File: src/logic/bp_consts.svh
// branch predictor sizes
`ifndef BP_CONSTS_SVH
`define BP_CONSTS_SVH

// slots per fetch block
`define FETCH_NUM 4

// slots per cache block as a power of two
`define CBLK_SLOTS 16

// bimodal bank index width for 256 counters
`define BANK_IDX 8

// btb index width
`define BTB_IDX 6

`define HIST_LEN 32   // global history bits

`define FTQ_DEPTH 4   // queue entries

`define RST_PC 64'h1000

`endif

File: src/logic/bp_pkg.sv
// branch predictor types
package bp_pkg;

    // commit side update kinds
    typedef enum logic [1:0] {
        upd_none,
        upd_redirect,
        upd_reinforce
    } upd_kind_e;

    // slots in one fetch block from 1 to FETCH_NUM
    typedef logic [2:0] slot_cnt_t;

endpackage

File: src/logic/ghist_track.sv
// global history register
`timescale 1ns/1ps
`include "bp_consts.svh"

module ghist_track import bp_pkg::*; (
    input  logic                 clk,
    input  logic                 rst,
    input  logic                 redir,
    input  logic                 ready,
    input  slot_cnt_t            blk_num,
    input  logic                 blk_br,
    input  logic [`HIST_LEN-1:0] ugh,
    input  logic                 upat_top,
    output logic [`HIST_LEN-1:0] gh
);
    upd_kind_e            kind;
    logic [`HIST_LEN-1:0] shifted;   // history after this block
    logic [`HIST_LEN-1:0] restored;  // history handed back by commit

    assign kind = redir ? upd_redirect : upd_none;

    // one bit per predicted slot with a taken branch in bit 0
    assign shifted = (gh << blk_num) | {{(`HIST_LEN - 1){1'b0}}, blk_br};

    // low bit holds the actual outcome of the resolved branch
    assign restored = {ugh[`HIST_LEN-1:1], ~upat_top};

    always_ff @(posedge clk) begin
        if (rst) begin
            gh <= '0;
        end else begin
            case (kind)
                upd_redirect: begin
                    gh <= restored;
                end
                default: begin
                    if (ready) begin
                        gh <= shifted;  // block accepted by the queue
                    end
                end
            endcase
        end
    end

    // a zero block size would stall the history
    a_num_nonzero: assert property (
        @(posedge clk) disable iff (rst)
        blk_num != '0
    ) else $error("ghist_track: block slot count is zero");

endmodule

File: config.mk
export PLATFORM = sky130hd
export DESIGN_NAME = ghist_track
export DESIGN_NICKNAME = d
export VERILOG_FILES = /design/src/logic/bp_pkg.sv /design/src/logic/ghist_track.sv
export VERILOG_INCLUDE_DIRS = /design/src /design/src/logic
export SDC_FILE = /design/constraint.sdc
export NUM_CORES = 1
export LEC_CHECK = 0
export ABC_AREA = 1
export ABC_CLOCK_PERIOD_IN_PS = 1200
export BUFFER_PORTS_ARGS = -buffer_cell sky130_fd_sc_hd__buf_2
export CORE_AREA = 5 5 105 107
export CTS_CLUSTER_DIAMETER = 80
export DETAILED_ROUTE_END_ITERATION = 10
export DIE_AREA = 0 0 110 112
export GPL_ROUTABILITY_DRIVEN = 0
export PLACE_DENSITY_LB_ADDON = 0.3
export SETUP_SLACK_MARGIN = 0.1
export SLEW_MARGIN = 20
export SYNTH_ARGS = -nofsm -noshare
export SYNTH_HDL_FRONTEND = slang
export SYNTH_SLANG_ARGS = --single-unit
export TNS_END_PERCENT = 100
File: constraint.sdc
create_clock -name clk -period 1.2 [get_ports clk]
set_input_delay 0.24 -clock clk [delete_from_list [all_inputs] [get_ports clk]]
set_output_delay 0.24 -clock clk [all_outputs]
set_load 0.005 [all_outputs]
==> metrics <==
Core Area=about 10,000 µm²; Post-DP HPWL=~6300 µm; Distinct cells, synth=18; total power=around 3 mW; layout cell share with drive strength beyond 1=between 20% and 30%; CP max-delay cell=dfxtp_1; Worst Skew=around 0.0049 ns; largest registers=gh: 32 flops; Reg power frac=between 40 and 50%; Via density=4.79; Initial Util=between 20% and 30%; Reg2Reg Launch Point=gh[0]$_SDFFE_PP0P_; Crit path max-delay family=flip-flops; crit share post-route=just under 90%; min-delay src=ugh[2]; I/O Buffers=71; DR vias=about 3,100; Critical Setup Path Class=register to output port; commonest cells after routing, fill and taps aside=nand3_1 (141), nand2_1 (98), buf_2 (71); vias in the first global route=about 2,800; Total GRT Usage=~14%; Clock transition at path regs=0.07 ns; Clock Sinks=32; CTS tree=built; Crit path required time=approximately 0.96 ns; antenna violations before repair=0; peak supply drop=around 0.00039 V; drt first-iter violations=around 250; Mapped Area=about 2400 µm²; Routed Antenna Nets=0; Die Y=112 µm; CTS Buf Count=5; register area share after synthesis=26.2%; die area=12,300 µm²; largest fanout on the critical path=4; commonest non-fill, non-tap cell in the layout=nand3_1; fill count=1,160; register with the most flip-flops=gh; Area Overhead vs Synth=29.8%; WP data arrival=roughly 0.81 ns; routed len/inst=roughly 13 µm; reg2reg setup slack=roughly 0.17 ns; Pre-Repair DR Iteration Count=4; final instance area=about 3200 µm²; largest net degree at the start of global routing=30; relative slew slack=between 70% and 80%; max reg flops=32; pre-CTS setup slack=-0.159 ns; Hold Path Class=primary input to register; hold-critical path depth=3; Slew Viols, Final=0; Worst Path Buf+Inv=1; R2R depth=6; total grt overflow=0; setup ws final=between 0.1 and 0.15 ns; Cells after Synth=435; clock root buffer=clkbuf_8; Worst Tran Pin Value=~0.3 ns; Ys Warns=0; Leak=1.66 nW; final setup TNS=0 ns; status=finished clean; post-layout min period=roughly 1.1 ns; Setup Buffers After CTS=0; unrepaired setup endpoints after global routing=false; PwrDens=approximately 960 nW/µm²; Worst setup SP type=register; io pins=73; area of placed instances=just over 3000 µm²; #FFs+latches synth=32; max-cap violations=0; htree depth=2; first-pass GRT wire length=roughly 14,000 µm; setup violators final=0; R2R Path End=gh[6]$_SDFFE_PP0P_; max incr delay on CP=0.39 ns; critical-path cell list=buf_2; drt drc=0; Final Net Count=approximately 540; Fmax achieved=between 0.9 and 1 GHz; crit end category=output port; maximum clock path buffer count=2; Pint=a little over 2 mW; Fin. Hold Viols=0; ANT cells=0; Clock Latency Late Sink=approximately 0.28 ns; Comb power frac=30.2%; sw frac=approximately 34%; die width=~110 µm; mean post-synth cell area=5.61 µm²; Clk pwr share=28.7%; beginning of the critical path=gh[28]$_SDFFE_PP0P_; row count=37; WHS=between 0.2 and 0.25 ns; routed wire length=a little over 8000 µm; Endpoint, Worst Hold=gh[2]$_SDFFE_PP0P_; P_sw=just over 1 mW; Syn Nets=476
[cell type report]
cell class / count / area (µm²) / area share, %
Tap cell: 136 / 170 / 5.37
Timing Repair Buffer: 89 / 582 / 18.4
Clock buffer: 8 / 90.1 / 2.84
Sequential cell: 32 / 657 / 20.7
Multi-Input combinational cell: 335 / 1520 / 47.9
Inverter: 40 / 153 / 4.82
[logic make-up after synthesis]
group / share of synthesized area, %
DFF: 26.2
AOI/OAI and AO/OA: 8.92
and+or+nand+nor: 53.0
buffers and inverters: 11.8
[worst max-delay path by stage]
stage,slack [ns],cells past startpoint,end
floorplan,0.11,8,gh[20]$_SDFFE_PP0P_
global placement,-0.14,8,gh[14]$_SDFFE_PP0P_
detailed placement,-0.16,8,gh[19]$_SDFFE_PP0P_
CTS,0.12,1,gh[4]
global route,0.10,1,gh[24]
finish,0.15,1,gh[28]
[metrics by stage]
stage	utilization, %	std cells
after detailed placement	30.4	632
after floorplan	-	435
after global placement	30.4	632
after global routing	31.5	640
final	31.5	640
after CTS	31.3	640
[routing by layer]
layer / GRT usage, % / part of all wire, % / vias to the layer above
met1: 19.2 / 45 / 1360
li1: - / - / 1574
met3: 2.49 / 7.1 / 10
met2: 21.8 / 47 / 119
met5: 0 / 0 / -
met4: 3.74 / 1.3 / 0
[power by group through the flow]
stage / registers, mW / clock network (mW) / logic, mW
3_5_place_dp: 1.27 / 0 / 0.921
6_report: 1.25 / 0.875 / 0.919
2_1_floorplan: 1.26 / 0 / 0.569
3_3_place_gp: 1.27 / 0 / 0.915
4_1_cts: 1.25 / 0.922 / 0.924
5_1_grt: 1.27 / 0.975 / 1.05
[Yosys cell counts]
cell | instances | share of area, %
a21oi_1 | 34 | 7.0
buf_2 | 18 | 3.7
buf_6 | 1 | 0.46
nand2_1 | 98 | 15
a22oi_1 | 2 | 0.61
o21ai_1 | 3 | 0.61
inv_2 | 4 | 0.61
buf_4 | 1 | 0.31
clkbuf_1 | 5 | 0.77
nor2_1 | 51 | 7.8
o21ai_0 | 1 | 0.20
nand3_1 | 141 | 29
nor2_2 | 1 | 0.26
inv_1 | 36 | 5.5
a31oi_1 | 2 | 0.51
dfxtp_1 | 32 | 26
nor2_4 | 2 | 0.92
buf_1 | 3 | 0.46
[timing repair]
action | 4_1_cts | 5_1_grt
endpoints found under the setup margin | 1 | 41
gates cloned | 0 | 0
gates resized for setup | 1 | 15
hold buffers | 0 | 0
(Power assumes the default switching activity.)
