--- src/logic/bp_consts.svh ---
// branch predictor sizes
`ifndef BP_CONSTS_SVH
`define BP_CONSTS_SVH

// slots per fetch block
`define FETCH_NUM 4

// slots per cache block as a power of two
`define CBLK_SLOTS 16

// bimodal bank index width for 256 counters
`define BANK_IDX 8

// btb index width
`define BTB_IDX 6

`define HIST_LEN 32   // global history bits

`define FTQ_DEPTH 4   // queue entries

`define RST_PC 64'h1000

`endif

--- src/logic/bp_pkg.sv ---
// branch predictor types
package bp_pkg;

    // commit side update kinds
    typedef enum logic [1:0] {
        upd_none,
        upd_redirect,
        upd_reinforce
    } upd_kind_e;

    // slots in one fetch block from 1 to FETCH_NUM
    typedef logic [2:0] slot_cnt_t;

endpackage

--- src/logic/pc_gen.sv ---
// fetch pc and block cut
`timescale 1ns/1ps
`include "bp_consts.svh"

module pc_gen import bp_pkg::*; (
    input  logic                        clk,
    input  logic                        rst,
    input  logic                        redir,
    input  logic                        ready,
    input  logic [63:0]                 unpc,
    input  logic [`FETCH_NUM-1:0]       cnt_top,
    input  logic [`FETCH_NUM-1:0][63:0] tgt,
    output logic [63:0]                 pc,
    output logic [6:0]                  id,
    output slot_cnt_t                   blk_num,
    output logic                        blk_br,
    output logic [63:0]                 blk_target
);
    localparam int OFF_W = $clog2(`CBLK_SLOTS);

    logic             hit;
    logic [OFF_W-1:0] off;   // slot offset inside cache block
    logic [OFF_W:0]   left;  // slots up to the boundary
    logic [63:0]      npc;

    always_comb begin
        hit        = 1'b0;
        blk_num    = slot_cnt_t'(`FETCH_NUM);
        blk_br     = 1'b0;
        blk_target = 64'd0;
        for (int i = 0; i < `FETCH_NUM; i++) begin
            if (!hit && cnt_top[i]) begin  // first predicted taken slot
                hit        = 1'b1;
                blk_num    = slot_cnt_t'(i + 1);
                blk_br     = 1'b1;
                blk_target = tgt[i];
            end
        end

        // block may not run past the cache block
        off  = pc[OFF_W:1];
        left = (OFF_W + 1)'(`CBLK_SLOTS) - {1'b0, off};
        if (off != '0 && (OFF_W + 1)'(blk_num) > left) begin
            blk_num    = slot_cnt_t'(left);
            blk_br     = 1'b0;  // taken slot falls in the next line
            blk_target = 64'd0;
        end
    end

    assign npc = blk_br ? blk_target : pc + 64'({blk_num, 1'b0});

    always_ff @(posedge clk) begin
        if (rst) begin
            pc <= `RST_PC;
        end else if (redir) begin
            pc <= unpc;  // correct path from commit
        end else if (ready) begin
            pc <= npc;
        end
    end

    always_ff @(posedge clk) begin
        if (rst || redir) begin
            id <= 7'd0;
        end else if (ready) begin
            id <= id + 7'd1;  // one per accepted block
        end
    end

endmodule

--- config.mk ---
export PLATFORM = sky130hd
export DESIGN_NAME = pc_gen
export DESIGN_NICKNAME = d
export VERILOG_FILES = /design/src/logic/bp_pkg.sv /design/src/logic/pc_gen.sv
export VERILOG_INCLUDE_DIRS = /design/src /design/src/logic
export SDC_FILE = /design/constraint.sdc
export NUM_CORES = 1
export LEC_CHECK = 0
export BUFFER_PORTS_ARGS = -buffer_cell sky130_fd_sc_hd__clkbuf_2
export CAP_MARGIN = 20
export CORE_AREA = 3 3 179 181
export CTS_BUF_LIST = sky130_fd_sc_hd__clkbuf_16
export CTS_CLUSTER_DIAMETER = 40
export DETAILED_ROUTE_END_ITERATION = 6
export DIE_AREA = 0 0 182 184
export PLACE_DENSITY_LB_ADDON = 0.15
export SLEW_MARGIN = 20
export SYNTH_ARGS = -nofsm -noshare
export SYNTH_HDL_FRONTEND = slang
export SYNTH_SLANG_ARGS = --single-unit
--- constraint.sdc ---
create_clock -name clk -period 7.84 [get_ports clk]
set_input_delay 1.568 -clock clk [delete_from_list [all_inputs] [get_ports clk]]
set_output_delay 1.568 -clock clk [all_outputs]
set_load 0.01 [all_outputs]
==> reports/qor.csv <==
stage,metric,value,unit
worst_setup_path,slowest_delay,0.93,ns
synthesis,synth_nets,1371,
synthesis,ys_warn_count,0,
clocking,clk_pin_slew,0.07,ns
worst_setup_path,cp-startpoint,cnt_top[1],
worst_setup_path,worst_r2r_path_depth,15,
synthesis,synth_commonest_cells,"a22oi_1 (90), nor2_1 (82), nand2_1 (73)",
pwr,p_comb_share,40.8,%
global_route,antenna_found_initial,9,
synthesis,ys_types,88,
synthesis,synth_simple_gate_area_share,28.0,%
global_route,grt_start_max_net_pins,96,
floorplanning,initial_core_util,24.2,%
timing,relSlewSlack,25.7,%
clocking,insertion_delay,0.35,ns
timing,tns,0,ns
layout,final_area,10400,um^2
timing,max_freq,0.159,GHz
clocking,post_cts_buffers,0,
hold_path,min_path_type,reg2reg,
floorplanning,io_pins,467,
layout,fin_util,33.9,%
worst_setup_path,worstSetupStartpointType,primary input,
synthesis,synth_area_leaders,"dfxtp_1 (19%), a22oi_1 (9.1%), o21ai_0 (4.8%)",
global_route,grt_pass1_wl,67100,um
timing,worst_pin_slew,1.11,ns
worst_setup_path,cp.arrival,6.53,ns
routing,num_vias,10400,
synthesis,synthMuxAreaShare,2.46,%
global_route,gr-total-overflow,0,
clocking,clockRootBuffer,clkbuf_16,
placed_design,hpwl,38600,um
layout,syn_to_final_growth,39.7,%
worst_setup_path,rrSetupSlack,2.83,ns
clocking,hold_buffers,0,
worst_setup_path,worst-path-buf-inv,2,
worst_setup_path,critPathKind,in2reg,
pwr,p_per_area,152,nW/um^2
routing,drt_wl_total,48100,um
floorplanning,dieArea,33500,um^2
floorplanning,num_rows,64,
timing,layout_min_cycle_time,6.29,ns
clocking,cts.sinks,71,
timing,maxSlewViolCount,0,
worst_setup_path,cp_max_fo,88,
floorplanning,coreArea,30600,um^2
pwr,vdd_drop_max,0.0892,mV
timing,grt_setup_unrepaired,false,
routing,wl_per_cell,26.2,um
job,drv_cap,0,
synthesis,syn_area,7420,um^2
timing,setup-violations-final,0,
routing,drc,0,
worst_setup_path,worstReg2RegStart,pc[1],
worst_setup_path,worstReg2RegEnd,pc[42],
global_route,grt_pass1_vias,9675,
synthesis,ys_seq_area_share,19.2,%
worst_setup_path,endpoint,pc[42],
placed_design,io_buffer_count,466,
synthesis,async_flop_share,0,%
synthesis,ys.flop_type,dfxtp_1,
routing,firstDrtPassIters,5,
worst_setup_path,crit_path_cell_trace,buf_4 -> or3_4 -> inv_2 -> ha_1 -> and3_1 -> a21oi_2 -> nand2_1 -> o21ai_0 -> ha_1 -> nand3_2 -> a21o_1 -> nor4b_2 -> and4_1 -> o21ai_1 -> a2111oi_2,
floorplanning,die_w,182,um
pwr,p_int,0.947,mW
routing,vias_per_cell,5.65,
synthesis,yosysTopAreaCell,dfxtp_1,
clocking,cts_resized,0,
timing,finalHoldViolations,0,
pwr,p_sw,0.630,mW
worst_setup_path,critPathSlowestCell,nor4b_2,
global_route,grt_use_total,26.7,%
synthesis,synth_top_family_by_area,compound AO/OA/AOI/OAI gates,
worst_setup_path,critical_path.top_delay_family,simple AND/OR/NAND/NOR gates,
layout,nets,1772,
synthesis,syn_inst,1034,
clocking,clockBufferDepth,2,
synthesis,synthAdderAreaFrac,1.62,%
clocking,cts_made_buffers,9,
routing,drtAntennaViolNets,0,
synthesis,synth_edf_count,0,
synthesis,ys_seq_elements,71,
clocking,htreeDepth,3,
clocking,cts_tree,built,
synthesis,synth_area_per_cell,7.17,um^2
pwr,p_leak,4.59,nW
synthesis,yosysMostFrequentCell,a22oi_1,
placed_design,gp_routability_congestion,0.959,
placed_design,dpl-instance-area,10000,um^2
floorplanning,die_h,184,um
worst_setup_path,cp_common_cell,ha_1,
synthesis,yosys.area_share.xor_xnor,1.30,%
worst_setup_path,end_kind,flop,
worst_setup_path,critical_path_depth,15,
run_status,status,"complete, no violations",
layout,drive_gt1_share,37.6,%
timing,fin_skew,0.0125,ns
pwr,clkPwrFrac,30.8,%
pwr,p_sw_share,40.0,%
timing,finalCritPeriodShare,80.2,%
synthesis,synth_compound_area_share,40.4,%
pwr,power_frac_seq,28.4,%
timing,hold_slack,0.523,ns
worst_setup_path,critPathRequiredTime,8.09,ns
routing,drt_iter0_drc,945,
synthesis,synth.top_cell.area_share,19.2,%
worst min-delay path, stage by stage (launching register included):
cell and delay [ns]:
dfxtp_1 0.35, xor2_1 0.07, nor2_1 0.07
metal layers:
| metal | part of all wire (%) | track usage, % | up-vias |
|---|---|---|---|
| met5 | 0.096 | 0 | - |
| met1 | 43 | 36.2 | 5015 |
| met4 | 1.7 | 5.94 | 6 |
| li1 | - | - | 4816 |
| met2 | 47 | 43.5 | 501 |
| met3 | 8.3 | 5.96 | 55 |
metrics by stage:
| step | instances | power (mW) | worst slack, ns |
|---|---|---|---|
| floorplan | 1034 | 0.762 | 1.69 |
| global placement | 1820 | 1.09 | 1.44 |
| detailed placement | 1820 | 1.10 | 1.27 |
| CTS | 1836 | 1.58 | 1.58 |
| global route | 1840 | 1.65 | 1.26 |
| finish | 1841 | 1.58 | 1.55 |
worst min-delay path by stage:
| stage | startpoint | endpoint | slack, ns | cells past startpoint |
|---|---|---|---|---|
| 2_1_floorplan | pc[52] | pc[52] | 0.51 | 2 |
| 3_3_place_gp | id[5] | id[5] | 0.50 | 2 |
| 3_5_place_dp | id[6] | id[6] | 0.51 | 2 |
| 4_1_cts | id[6] | id[6] | 0.52 | 2 |
| 5_1_grt | pc[52] | pc[52] | 0.54 | 2 |
| 6_report | id[6] | id[6] | 0.52 | 2 |
area by class of cell:
class | count | area [um^2]
timing repair buffer | 483 | 2480
antenna | 5 | 12.5
fill | 3444 | 20200
tap | 396 | 495
sequential | 71 | 1420
inverter | 31 | 116
clock buffer | 9 | 225
multi-input combinational | 839 | 5500
clock inverter | 7 | 113
cells by family (layout without fill, tap and decap cells):
logic type | count (synthesis) | count (layout)
other cells | 0 | 5
compound gates | 429 | 429
buf+inv | 124 | 530
fa+ha+maj | 9 | 9
xor+xnor | 11 | 11
simple gates | 372 | 372
mux | 18 | 18
flops | 71 | 71
power by group through the flow:
stage | combinational [mW] | sequential (mW) | clock [mW]
final | 0.643 | 0.447 | 0.487
after global routing | 0.695 | 0.452 | 0.504
after CTS | 0.645 | 0.445 | 0.487
after detailed placement | 0.643 | 0.453 | 0
after global placement | 0.639 | 0.453 | 0
after floorplan | 0.312 | 0.450 | 0
cell usage in the layout (no fill, tap or decap), types with 6 or more instances in the layout:
master,instances
ha_1,8
buf_4,18
a2bb2oi_1,13
o22ai_1,20
o31ai_1,12
o21ai_0,71
a221oi_1,9
o32ai_1,11
clkbuf_2,464
nor4_1,16
o21a_1,16
and3_1,13
nor3_1,28
o221ai_1,7
and4_1,9
mux2i_1,16
a21oi_1,65
clkbuf_16,9
a22oi_1,90
a22o_1,15
a211oi_1,15
nand3_1,27
nand2_1,73
and2_1,34
nand3b_1,15
nand2b_1,6
dfxtp_1,71
xor2_1,9
or3_1,7
nand4_1,21
a21o_1,13
a31oi_1,12
o31a_1,6
inv_1,28
nor2_1,80
registers in the layout (all words and copies together) (netlist names):
name / cells
id: 7
pc: 64
Power figures use the tool's default switching activity.
