`src/logic/bp_consts.svh`:
```
// branch predictor sizes
`ifndef BP_CONSTS_SVH
`define BP_CONSTS_SVH

// slots per fetch block
`define FETCH_NUM 4

// slots per cache block as a power of two
`define CBLK_SLOTS 16

// bimodal bank index width for 256 counters
`define BANK_IDX 8

// btb index width
`define BTB_IDX 6

`define HIST_LEN 32   // global history bits

`define FTQ_DEPTH 4   // queue entries

`define RST_PC 64'h1000

`endif

```
`src/logic/bp_pkg.sv`:
```
// branch predictor types
package bp_pkg;

    // commit side update kinds
    typedef enum logic [1:0] {
        upd_none,
        upd_redirect,
        upd_reinforce
    } upd_kind_e;

    // slots in one fetch block from 1 to FETCH_NUM
    typedef logic [2:0] slot_cnt_t;

endpackage

```
`src/logic/fetch_target_queue.sv`:
```
// fetch target queue
`timescale 1ns/1ps
`include "bp_consts.svh"

module fetch_target_queue import bp_pkg::*; (
    input  logic                 clk,
    input  logic                 rst,
    input  logic                 redir,
    input  logic [63:0]          push_pc,
    input  slot_cnt_t            push_num,
    input  logic                 push_br,
    input  logic [63:0]          push_target,
    input  logic [6:0]           push_id,
    input  logic [`HIST_LEN-1:0] push_gh,
    input  logic                 take,
    output logic                 ready,
    output logic                 ftq_valid,
    output logic [63:0]          ftq_pc,
    output slot_cnt_t            ftq_num,
    output logic                 ftq_br,
    output logic [63:0]          ftq_target,
    output logic [7:0]           ftq_id,
    output logic [`HIST_LEN-1:0] ftq_gh
);
    localparam int PTR_W = $clog2(`FTQ_DEPTH);
    localparam int CNT_W = $clog2(`FTQ_DEPTH + 1);

    logic [63:0]          q_pc     [`FTQ_DEPTH];
    slot_cnt_t            q_num    [`FTQ_DEPTH];
    logic                 q_br     [`FTQ_DEPTH];
    logic [63:0]          q_target [`FTQ_DEPTH];
    logic [6:0]           q_id     [`FTQ_DEPTH];
    logic [`HIST_LEN-1:0] q_gh     [`FTQ_DEPTH];
    logic [PTR_W-1:0]     wptr;
    logic [PTR_W-1:0]     rptr;
    logic [CNT_W-1:0]     count;
    logic                 do_push;
    logic                 do_pop;

    assign do_pop  = take && ftq_valid;
    assign ready   = (count != CNT_W'(`FTQ_DEPTH)) || do_pop;  // pop frees a slot this edge
    assign do_push = ready;

    always_ff @(posedge clk) begin
        if (rst || redir) begin  // flush on wrong path
            wptr  <= '0;
            rptr  <= '0;
            count <= '0;
        end else begin
            if (do_push) begin
                wptr <= (wptr == PTR_W'(`FTQ_DEPTH - 1)) ? '0 : wptr + 1'b1;
            end
            if (do_pop) begin
                rptr <= (rptr == PTR_W'(`FTQ_DEPTH - 1)) ? '0 : rptr + 1'b1;
            end
            count <= count + CNT_W'(do_push) - CNT_W'(do_pop);
        end
    end

    always_ff @(posedge clk) begin
        if (do_push) begin
            q_pc[wptr]     <= push_pc;
            q_num[wptr]    <= push_num;
            q_br[wptr]     <= push_br;
            q_target[wptr] <= push_target;
            q_id[wptr]     <= push_id;
            q_gh[wptr]     <= push_gh;
        end
    end

    assign ftq_valid  = count != '0;
    assign ftq_pc     = q_pc[rptr];
    assign ftq_num    = q_num[rptr];
    assign ftq_br     = q_br[rptr];
    assign ftq_target = q_target[rptr];
    assign ftq_id     = {1'b1, q_id[rptr]};  // top bit marks a queue id
    assign ftq_gh     = q_gh[rptr];

    // fetch side only pops what it can see
    a_no_empty_take: assert property (
        @(posedge clk) disable iff (rst)
        take |-> ftq_valid
    ) else $error("fetch_target_queue: take on empty queue");

endmodule

```
`config.mk`:
```
export PLATFORM = sky130hd
export DESIGN_NAME = fetch_target_queue
export DESIGN_NICKNAME = d
export VERILOG_FILES = /design/src/logic/bp_pkg.sv /design/src/logic/fetch_target_queue.sv
export VERILOG_INCLUDE_DIRS = /design/src /design/src/logic
export SDC_FILE = /design/constraint.sdc
export NUM_CORES = 1
export LEC_CHECK = 0
export CORE_MARGIN = 2
export CORE_UTILIZATION = 45
export DETAILED_ROUTE_END_ITERATION = 8
export DONT_BUFFER_PORTS = 1
export PLACE_DENSITY = 0.61
export SLEW_MARGIN = 40
export SYNTH_ARGS = -nofsm -noshare
export SYNTH_HDL_FRONTEND = slang
export SYNTH_SLANG_ARGS = --single-unit
```
`constraint.sdc`:
```
create_clock -name clk -period 10.4 [get_ports clk]
set_input_delay 0.52 -clock clk [delete_from_list [all_inputs] [get_ports clk]]
set_output_delay 0.52 -clock clk [all_outputs]
set_load 0.05 [all_outputs]
```
==> impl_metrics.env, run 1 <==
export IMPL_hold_viol_final=0
export IMPL_synth_cell_type_count=24
export IMPL_drc=0
export IMPL_cp_max_fo=48
export IMPL_design_area_mm2=0.03015
export IMPL_grt_max_degree=64
export IMPL_ioPinCount=349
export IMPL_clk_latency_ns=0.59
export IMPL_post_cts_buffers=0
export IMPL_fmax_mhz=236.7
export IMPL_ys_ff_latch=693
export IMPL_overflow=0
export IMPL_max_vdd_ir_drop_v=0.0001485
export IMPL_gp_congestion=0.7040
export IMPL_synth_cells=945
export IMPL_min_period_ns=4.224
export IMPL_die_x_um=240.3
export IMPL_yosysTopAreaCell="edfxtp_1"
export IMPL_fin_tns_setup_ns=0
export IMPL_max_cap_viol_count=0
export IMPL_start_util_pct=45.52
export IMPL_worstPathArrival_ns=3.70
export IMPL_dr_pass1_iters=4
export IMPL_cp_end_kind="output pin"
export IMPL_fin_worst_skew_ns=0.01063
export IMPL_dp_hpwl_um=28000
export IMPL_hp_start="take"
export IMPL_maxSlewViolCount=0
export IMPL_track_usage_pct=16.38
export IMPL_max_slew_worst_pin_slew_ns=0.8281
export IMPL_coreArea_mm2=0.05520
export IMPL_crit_required_ns=9.88
export IMPL_cts_tree="built"
export IMPL_fp_dieH_um=240.3
export IMPL_syn_nets=1127
export IMPL_ys_top_cells_by_area="edfxtp_1, mux4_2, dfxtp_1"
export IMPL_start_kind="flip-flop"
export IMPL_drt_antenna_violating_nets=0
export IMPL_setup_viol_count_final=0
export IMPL_critical_path_max_stage_delay_ns=0.77
export IMPL_clockBufferDepth=3
export IMPL_yosysSeqAreaShare_pct=82.45
export IMPL_yosysWarnings=0
export IMPL_synth_top_cell_area_share_pct=81.74
export IMPL_r2r_start="count[1]"
export IMPL_relSlewSlack_pct=44.79
export IMPL_clock_sinks=693
export IMPL_cts_clk_slew_worst_paths_ns=0.06
export IMPL_place_area_mm2=0.02612
export IMPL_htreeDepth=3
export IMPL_final_cell_mix="edfxtp_1, mux4_2, dlygate4sd3_1"
export IMPL_outcome="finished, final reports clean"
export IMPL_syn_avg_cell_area_um2=26.59
export IMPL_hold_path_class="input port to flip-flop"
export IMPL_rsz0062_at_grt="false"
export IMPL_vias=10560
export IMPL_grt_pass1_vias=11290
export IMPL_port_buffers=0
export IMPL_ctsRootBufferMaster="clkbuf_16"
export IMPL_post_route_period_util_pct=40.61
export IMPL_setup_ws_ns=6.176
export IMPL_power_density_mw_per_mm2=214.4
export IMPL_r2r_slack_ns=7.62
export IMPL_leakage_nw=9.490
export IMPL_finalWirelength_um=47460
export IMPL_syn2layout_area_growth_pct=19.99
export IMPL_syn_area_mm2=0.02513
export IMPL_final_layout_size_suffix_gt1_share_pct=24.02
export IMPL_layout_commonest_cell="edfxtp_1"
export IMPL_antenna_found_initial=9
export IMPL_die_area_mm2=0.05775
export IMPL_crit_slowest_cell="mux4_2"
export IMPL_vias_per_cell=5.327
export IMPL_wl_per_cell_um=23.95
export IMPL_core_rowCount=86
export IMPL_path_class="flip-flop to output pin"
export IMPL_grt_pass1_wl_um=70080
export IMPL_place_worst_setup_slack_ns=6.636
export IMPL_drt_initial_drc_count=605
export IMPL_crit_chain="buf_12 > buf_4 > buf_6 > mux4_2"
export IMPL_layout_nets=1357
export IMPL_numCtsBuffers=73
[worst paths after layout]
kind,endpoint,cells past startpoint
max,ftq_gh[15],4
min,wptr[0],3
max reg2reg,q_pc[1][37],4
min reg2reg,flip-flop,2
[worst max-delay path, delay by kind of cell (launching register included)]
kind | cells | cell delay [ns]
buffers and inverters | 3 | 1.52
DFF | 1 | 0.67
muxes | 1 | 0.77
[sequential cells by signal, summed over array words and instances, names as in the netlist, named ones only]
register and cells:
count 3, q_br 4, q_gh 128, q_id 28, q_num 12, q_pc 256, q_target 256, rptr 2
wptr 2
[Yosys cell counts]
cell type  instances
or2_2              1
nor3_1             1
mux2i_1            3
buf_4              1
fa_1               1
dfxtp_1            9
nor4b_4            1
nor2_1             7
ha_1               6
edfxtp_1         684
clkbuf_1           7
inv_1              5
mux4_2           171
o31ai_1            1
buf_2             19
a21oi_1            3
nor2b_1            4
buf_1              2
and2_1             1
nand2_1            2
conb_1             1
or3_1              3
buf_6             11
xor2_1             1
[metal layers]
metal / GRT usage (%) / vias up / part of all wire (%)
met1: 20.70 / 5597 / 40
met3: 6.590 / 79 / 9.0
li1: - / 4567 / -
met2: 25.80 / 309 / 49
met5: 0 / - / 0.091
met4: 5.665 / 6 / 2.2
[final cells by class]
class,count,area [um2]
fillers,4102,25050
flip-flops and latches,693,20730
multi-input cells,207,4160
repair buffers,195,2001
clock buffers,92,1962
well taps,748,935.9
clock inverters,36,331.6
inverters,5,18.77
diodes,6,15.01
[through the flow]
step                      total power (W)  hold WS, ns  util [%]  cells
after global routing             0.006684       0.1908     54.62   1982
after floorplan                  0.003917       0.4713         -    945
after detailed placement         0.003990       0.4855     47.32   1676
final                            0.006465       0.1856     54.62   1982
after global placement           0.003976       0.4818     47.05   1670
after CTS                        0.006542       0.1476     54.57   1975
[what timing repair did]
action,CTS,global route
resized for setup,0,0
hold buffers,171,0
endpoints found under the hold margin,684,0
[logic make-up after synthesis]
group / after synthesis / share of synthesized area [%]
flops: 693 / 82.45
mux: 174 / 15.45
buf+inv: 45 / 1.110
simple gates: 20 / 0.4730
fa+ha+maj: 7 / 0.3784
compound gates: 4 / 0.08962
other cells: 1 / 0.01492
xor+xnor: 1 / 0.03486
[power breakdown]
part / switching, W / leakage [nW] / internal (W)
registers: 0.0000363 / 6.49 / 0.00324
clock network: 0.00101 / 1.11 / 0.00146
logic: 0.000539 / 1.89 / 0.000182
total: 0.00158 / 9.49 / 0.00488
No activity file was read; power rests on OpenSTA's default activity.
==> run 2: changes to the inputs <==
==> constraint.sdc (replaced) <==
create_clock -name clk -period 4 [get_ports clk]
set_input_delay 0.2 -clock clk [delete_from_list [all_inputs] [get_ports clk]]
set_output_delay 0.2 -clock clk [all_outputs]
set_load 0.05 [all_outputs]
==> run 2 against run 1 <==
Effect of this change: register-to-register slack got worse by 6.3 ns; cell count rose by 0.61%; utilization rose by 0.27 points; sequential power rose to 2.6 times the previous value; worst setup slack got worse by 4.9 ns; global-route usage rose by 0.071 points; hold slack improved by 0.12 ns; via count fell by 0.10%.
==> impl_metrics.env, run 2 (synthesis results as in run 1) <==
export IMPL_start_util_pct=45.52
export IMPL_crit_slowest_cell="mux4_2"
export IMPL_syn2layout_area_growth_pct=20.57
export IMPL_rsz0062_at_grt="false"
export IMPL_outcome="finished, final reports clean"
export IMPL_clk_latency_ns=0.59
export IMPL_wl_per_cell_um=23.69
export IMPL_port_buffers=0
export IMPL_dp_hpwl_um=28300
export IMPL_gp_congestion=0.6994
export IMPL_antenna_found_initial=3
export IMPL_fmax_mhz=363.9
export IMPL_top_regs="q_pc x256, q_target x256, q_gh x128"
export IMPL_overflow=0
export IMPL_drt_antenna_violating_nets=0
export IMPL_layout_nets=1369
export IMPL_cp_end_kind="output pin"
export IMPL_total_power_w=0.01674
export IMPL_grt_pass1_vias=11360
export IMPL_drt_initial_drc_count=623
export IMPL_max_slew_worst_pin_slew_ns=0.7768
export IMPL_vias=10550
export IMPL_post_route_period_util_pct=68.69
export IMPL_cts_resized_gates=0
export IMPL_ctsRootBufferMaster="clkbuf_16"
export IMPL_clockBufferDepth=3
export IMPL_track_usage_pct=16.45
export IMPL_post_cts_buffers=0
export IMPL_numCtsBuffers=71
export IMPL_power_density_mw_per_mm2=552.4
export IMPL_cts_clk_slew_worst_paths_ns=0.06
export IMPL_drc=0
export IMPL_path_class="flip-flop to output pin"
export IMPL_path_delay_family="multiplexers"
export IMPL_vias_per_cell=5.289
export IMPL_hold_ws_ns=0.3099
export IMPL_cpMostUsedCell="buf_12"
export IMPL_maxSlewViolCount=0
export IMPL_min_period_ns=2.748
export IMPL_max_vdd_ir_drop_v=0.0004180
export IMPL_fp_dieH_um=240.3
export IMPL_cp_max_fo=31
export IMPL_crit_buf_inv=2
export IMPL_start_kind="flip-flop"
export IMPL_cts_tree="built"
export IMPL_core_rowCount=86
export IMPL_worstPathArrival_ns=2.55
export IMPL_relSlewSlack_pct=48.00
export IMPL_leakage_nw=9.587
export IMPL_die_area_mm2=0.05775
export IMPL_hold_path_class="input port to flip-flop"
export IMPL_final_cell_mix="edfxtp_1, dlygate4sd3_1, mux4_2"
export IMPL_finalWirelength_um=47240
export IMPL_grt_max_degree=89
export IMPL_setup_viol_count_final=0
export IMPL_hold_viol_final=0
export IMPL_max_cap_viol_count=0
export IMPL_coreArea_mm2=0.05520
export IMPL_dr_pass1_iters=6
export IMPL_critical_path_max_stage_delay_ns=0.73
export IMPL_crit_required_ns=3.80
export IMPL_crit_chain="buf_12 > buf_12 > mux4_2"
export IMPL_ioPinCount=349
export IMPL_final_layout_size_suffix_gt1_share_pct=25.74
export IMPL_cts_hold_buf=175
export IMPL_layout_commonest_cell="edfxtp_1"
export IMPL_die_x_um=240.3
export IMPL_clock_sinks=693
export IMPL_grt_pass1_wl_um=70410
export IMPL_fin_worst_skew_ns=0.02060
export IMPL_htreeDepth=3
==> run 2: cell types whose count changed in the layout (fill, tap and decap cells not counted), moves of 4 or more <==
cell / previous run / this run
buf_6: 11 / 2
clkinv_2: 6 / 19
buf_12: 2 / 12
buf_4: 7 / 19
clkinv_1: 20 / 14
clkbuf_1: 16 / 9
dlygate4sd3_1: 171 / 175
==> run 2: final timing paths <==
kind	startpoint	end	slack (ns)	depth (start not counted)
max reg2reg	count[1]	q_pc[3][44]	1.29	4
min	push_gh[27]	q_gh[0][27]	0.31	1
max	flip-flop	ftq_gh[15]	1.25	3
min reg2reg	rptr[0]	flip-flop	0.50	2
==> run 2: through the flow <==
step | utilization, % | std cells | setup TNS (ns) | setup slack, ns | cell area [um2]
floorplan | - | 945 | -1013.90 | -1.482 | 25140
global placement | 47.49 | 1684 | 0 | 1.319 | 26210
detailed placement | 47.53 | 1685 | 0 | 1.267 | 26240
CTS | 54.79 | 1989 | 0 | 1.134 | 30250
global route | 54.87 | 1991 | 0 | 1.069 | 30290
finish | 54.89 | 1994 | 0 | 1.252 | 30300
==> run 2: final cells by class <==
cell class / count / area (um2)
Inverter: 5 / 18.77
Sequential cell: 693 / 20730
Tap cell: 748 / 935.9
Multi-Input combinational cell: 207 / 4165
Clock buffer: 83 / 1886
Antenna cell: 3 / 7.507
Clock inverter: 46 / 372.9
Fill cell: 4104 / 24900
Timing Repair Buffer: 209 / 2185
==> run 2: where the power goes <==
| part | total [W] | internal, W | switching, W | leakage [nW] |
|---|---|---|---|---|
| registers | 0.00851 | 0.00842 | 0.0000912 | 6.49 |
| clock network | 0.00632 | 0.00371 | 0.00261 | 1.12 |
| logic | 0.00191 | 0.000494 | 0.00141 | 1.98 |
==> run 2: worst register-to-register path: stages, from the launching register on <==
cell and delay [ns]:
dfxtp_1 0.48, nor4b_4 0.16, nor2b_4 0.52, buf_4 0.48, buf_4 0.63
==> run 2: layer usage <==
| metal | track usage, % | share of wire, % | vias up |
|---|---|---|---|
| li1 | - | - | 4582 |
| met1 | 21.16 | 40 | 5559 |
| met3 | 6.154 | 8.4 | 88 |
| met4 | 5.327 | 2.3 | 4 |
| met2 | 26.06 | 49 | 314 |
| met5 | 0 | 0.057 | - |
==> run 3: changes to the inputs <==
--- a/config.mk
+++ b/config.mk
@@ -10,7 +10,7 @@
 export CORE_UTILIZATION = 45
 export DETAILED_ROUTE_END_ITERATION = 8
 export DONT_BUFFER_PORTS = 1
-export PLACE_DENSITY = 0.61
+export PLACE_DENSITY = 0.63
 export SLEW_MARGIN = 40
 export SYNTH_ARGS = -nofsm -noshare
 export SYNTH_HDL_FRONTEND = slang
==> constraint.sdc (replaced) <==
create_clock -name clk -period 2.28 [get_ports clk]
set_input_delay 0.114 -clock clk [delete_from_list [all_inputs] [get_ports clk]]
set_output_delay 0.114 -clock clk [all_outputs]
set_load 0.05 [all_outputs]
==> run 3 against run 2 <==
Effect of this change: largest cell class unchanged; critical path depth rose by 1; register-to-register slack worse by 0.82 ns; critical endpoint is now ftq_pc[38]; cell area up 1.3%.
==> impl_metrics.env, run 3 (synthesis results as in run 1) <==
export IMPL_wl_per_cell_um=24.04
export IMPL_layout_nets=1398
export IMPL_vias_per_cell=5.355
export IMPL_clk_latency_ns=0.59
export IMPL_pwr_share_comb_pct=12.1
export IMPL_cp_max_fo=13
export IMPL_hold_viol_final=0
export IMPL_hold_path_class="input port to flip-flop"
export IMPL_syn2layout_area_growth_pct=22.13
export IMPL_power_frac_clock_pct=36.1
export IMPL_max_slew_worst_pin_slew_ns=0.6094
export IMPL_place_worst_setup_slack_ns=0.4695
export IMPL_fin_util_pct=55.60
export IMPL_max_cap_viol_count=0
export IMPL_drt_antenna_violating_nets=0
export IMPL_port_buffers=0
export IMPL_setup_viol_count_final=0
export IMPL_antenna_found_initial=5
export IMPL_setup_ws_ns=0.006759
export IMPL_seq_power_share_pct=51.8
export IMPL_stdcell_count=2018
export IMPL_max_vdd_ir_drop_v=0.0006578
export IMPL_htreeDepth=3
export IMPL_fin_worst_skew_ns=0.01794
export IMPL_cp_end_kind="output pin"
export IMPL_dr_pass1_iters=4
export IMPL_worstPathArrival_ns=2.16
export IMPL_drc=0
export IMPL_whs_path_depth=1
export IMPL_die_x_um=240.3
export IMPL_die_area_mm2=0.05775
export IMPL_gp_congestion=0.7180
export IMPL_grt_pass1_wl_um=71840
export IMPL_hold_path_end="q_pc[2][14]"
export IMPL_route_met3_wl_um=4187
export IMPL_cts_clk_slew_worst_paths_ns=0.06
export IMPL_coreArea_mm2=0.05520
export IMPL_fp_dieH_um=240.3
export IMPL_top_regs="q_pc x256, q_target x256, q_gh x128"
export IMPL_dp_hpwl_um=29420
export IMPL_place_area_mm2=0.02656
export IMPL_ctsRootBufferMaster="clkbuf_16"
export IMPL_start_kind="flip-flop"
export IMPL_numCtsBuffers=70
export IMPL_post_route_period_util_pct=99.70
export IMPL_path_class="flip-flop to output pin"
export IMPL_rsz0062_at_grt="true"
export IMPL_crit_required_ns=2.17
export IMPL_hp_start="push_pc[14]"
export IMPL_dp_cells=1705
export IMPL_r2r_end="count[2]"
export IMPL_fillCellCount=3990
export IMPL_clockBufferDepth=3
export IMPL_leakage_nw=9.743
export IMPL_p_int_w=0.02170
export IMPL_r2r_start="count[1]"
export IMPL_start_util_pct=45.52
export IMPL_drt_initial_drc_count=664
export IMPL_switchingPower_w=0.007137
export IMPL_clock_sinks=693
export IMPL_ioPinCount=349
export IMPL_track_usage_pct=16.76
export IMPL_grt_pass1_vias=11510
export IMPL_relSlewSlack_pct=59.37
export IMPL_fmax_mhz=439.9
export IMPL_min_period_ns=2.273
export IMPL_rr_worst_depth=8
export IMPL_outcome="finished, final reports clean"
export IMPL_final_cell_mix="edfxtp_1, dlygate4sd3_1, mux4_2"
export IMPL_overflow=0
export IMPL_wl_met1_um=19210
export IMPL_maxSlewViolCount=0
export IMPL_cts_tree="built"
export IMPL_wl_met2_um=24030
export IMPL_finalWirelength_um=48510
export IMPL_vias=10810
export IMPL_grt_max_degree=80
export IMPL_p_sw_share_pct=24.75
export IMPL_core_rowCount=86
export IMPL_fin_tns_setup_ns=0
export IMPL_design_area_mm2=0.03069
export IMPL_power_density_mw_per_mm2=939.5
export IMPL_layout_commonest_cell="edfxtp_1"
export IMPL_final_layout_size_suffix_gt1_share_pct=26.70
export IMPL_top_layer_used="met5"
export IMPL_r2r_slack_ns=0.47
run 3: changes by cell type in the layout (fill, tap and decap cells not counted), moves of 5 or more:
cell | before | now
clkinv_2 | 19 | 10
clkinv_1 | 14 | 20
buf_12 | 12 | 26
buf_16 | 1 | 8
clkbuf_1 | 9 | 14
buf_4 | 19 | 27
run 3: final cells by class:
type                       instances  area [um2]  share of cell area, %
antenna                            4       10.01                0.03262
clock buffer                      87        1879                  6.124
clock inverter                    35       205.2                 0.6686
inverter                           5       18.77                0.06115
multi-input combinational        207        4160                  13.56
sequential                       693       20730                  67.56
tap                              748       935.9                  3.050
timing repair buffer             239        2748                  8.953
run 3: worst max-delay path by stage:
stage                         start         end  slack, ns
after floorplan             wptr[0]     q_br[3]      -1.23
after global placement    flip-flop   ftq_gh[3]       0.48
after detailed placement  flip-flop   ftq_gh[3]       0.47
after CTS                 flip-flop  ftq_pc[62]      -0.06
after global routing      flip-flop  ftq_pc[43]      -0.08
final                     flip-flop  ftq_pc[38]      0.007
run 3: what timing repair did:
| action | in CTS | in global routing |
|---|---|---|
| gates resized for setup | 11 | 4 |
| gates cloned | 3 | 1 |
| setup buffers | 8 | 1 |
| endpoints found under the setup margin | 104 | 70 |
| endpoints found under the hold margin | 693 | 0 |
| hold buffers | 174 | 0 |
run 3: routing by layer:
layer	GRT usage, %	up-vias
met1	21.31	5727
met4	4.950	2
met3	6.498	72
li1	-	4653
met2	26.84	352
met5	0	-
run 3: critical path, cell delays in order (launching register included):
cell	delay, ns
dfxtp_4	0.40
buf_16	0.18
buf_12	0.12
buf_16	0.16
mux4_2	0.68
run 3: power groups by stage:
stage	Combinational (W)	Sequential, W	Clock, W
after detailed placement	0.00310	0.0152	0
final	0.00349	0.0149	0.0104
after global placement	0.00309	0.0152	0
after CTS	0.00354	0.0149	0.0107
after global routing	0.00365	0.0150	0.0112
after floorplan	0.00255	0.0152	0
run 3: per-stage QoR:
step | hold slack (ns) | power [W]
after global routing | 0.1990 | 0.02980
after CTS | 0.1749 | 0.02916
after global placement | 0.2130 | 0.01826
final | 0.2270 | 0.02883
after floorplan | 0.2129 | 0.01774
after detailed placement | 0.2130 | 0.01830
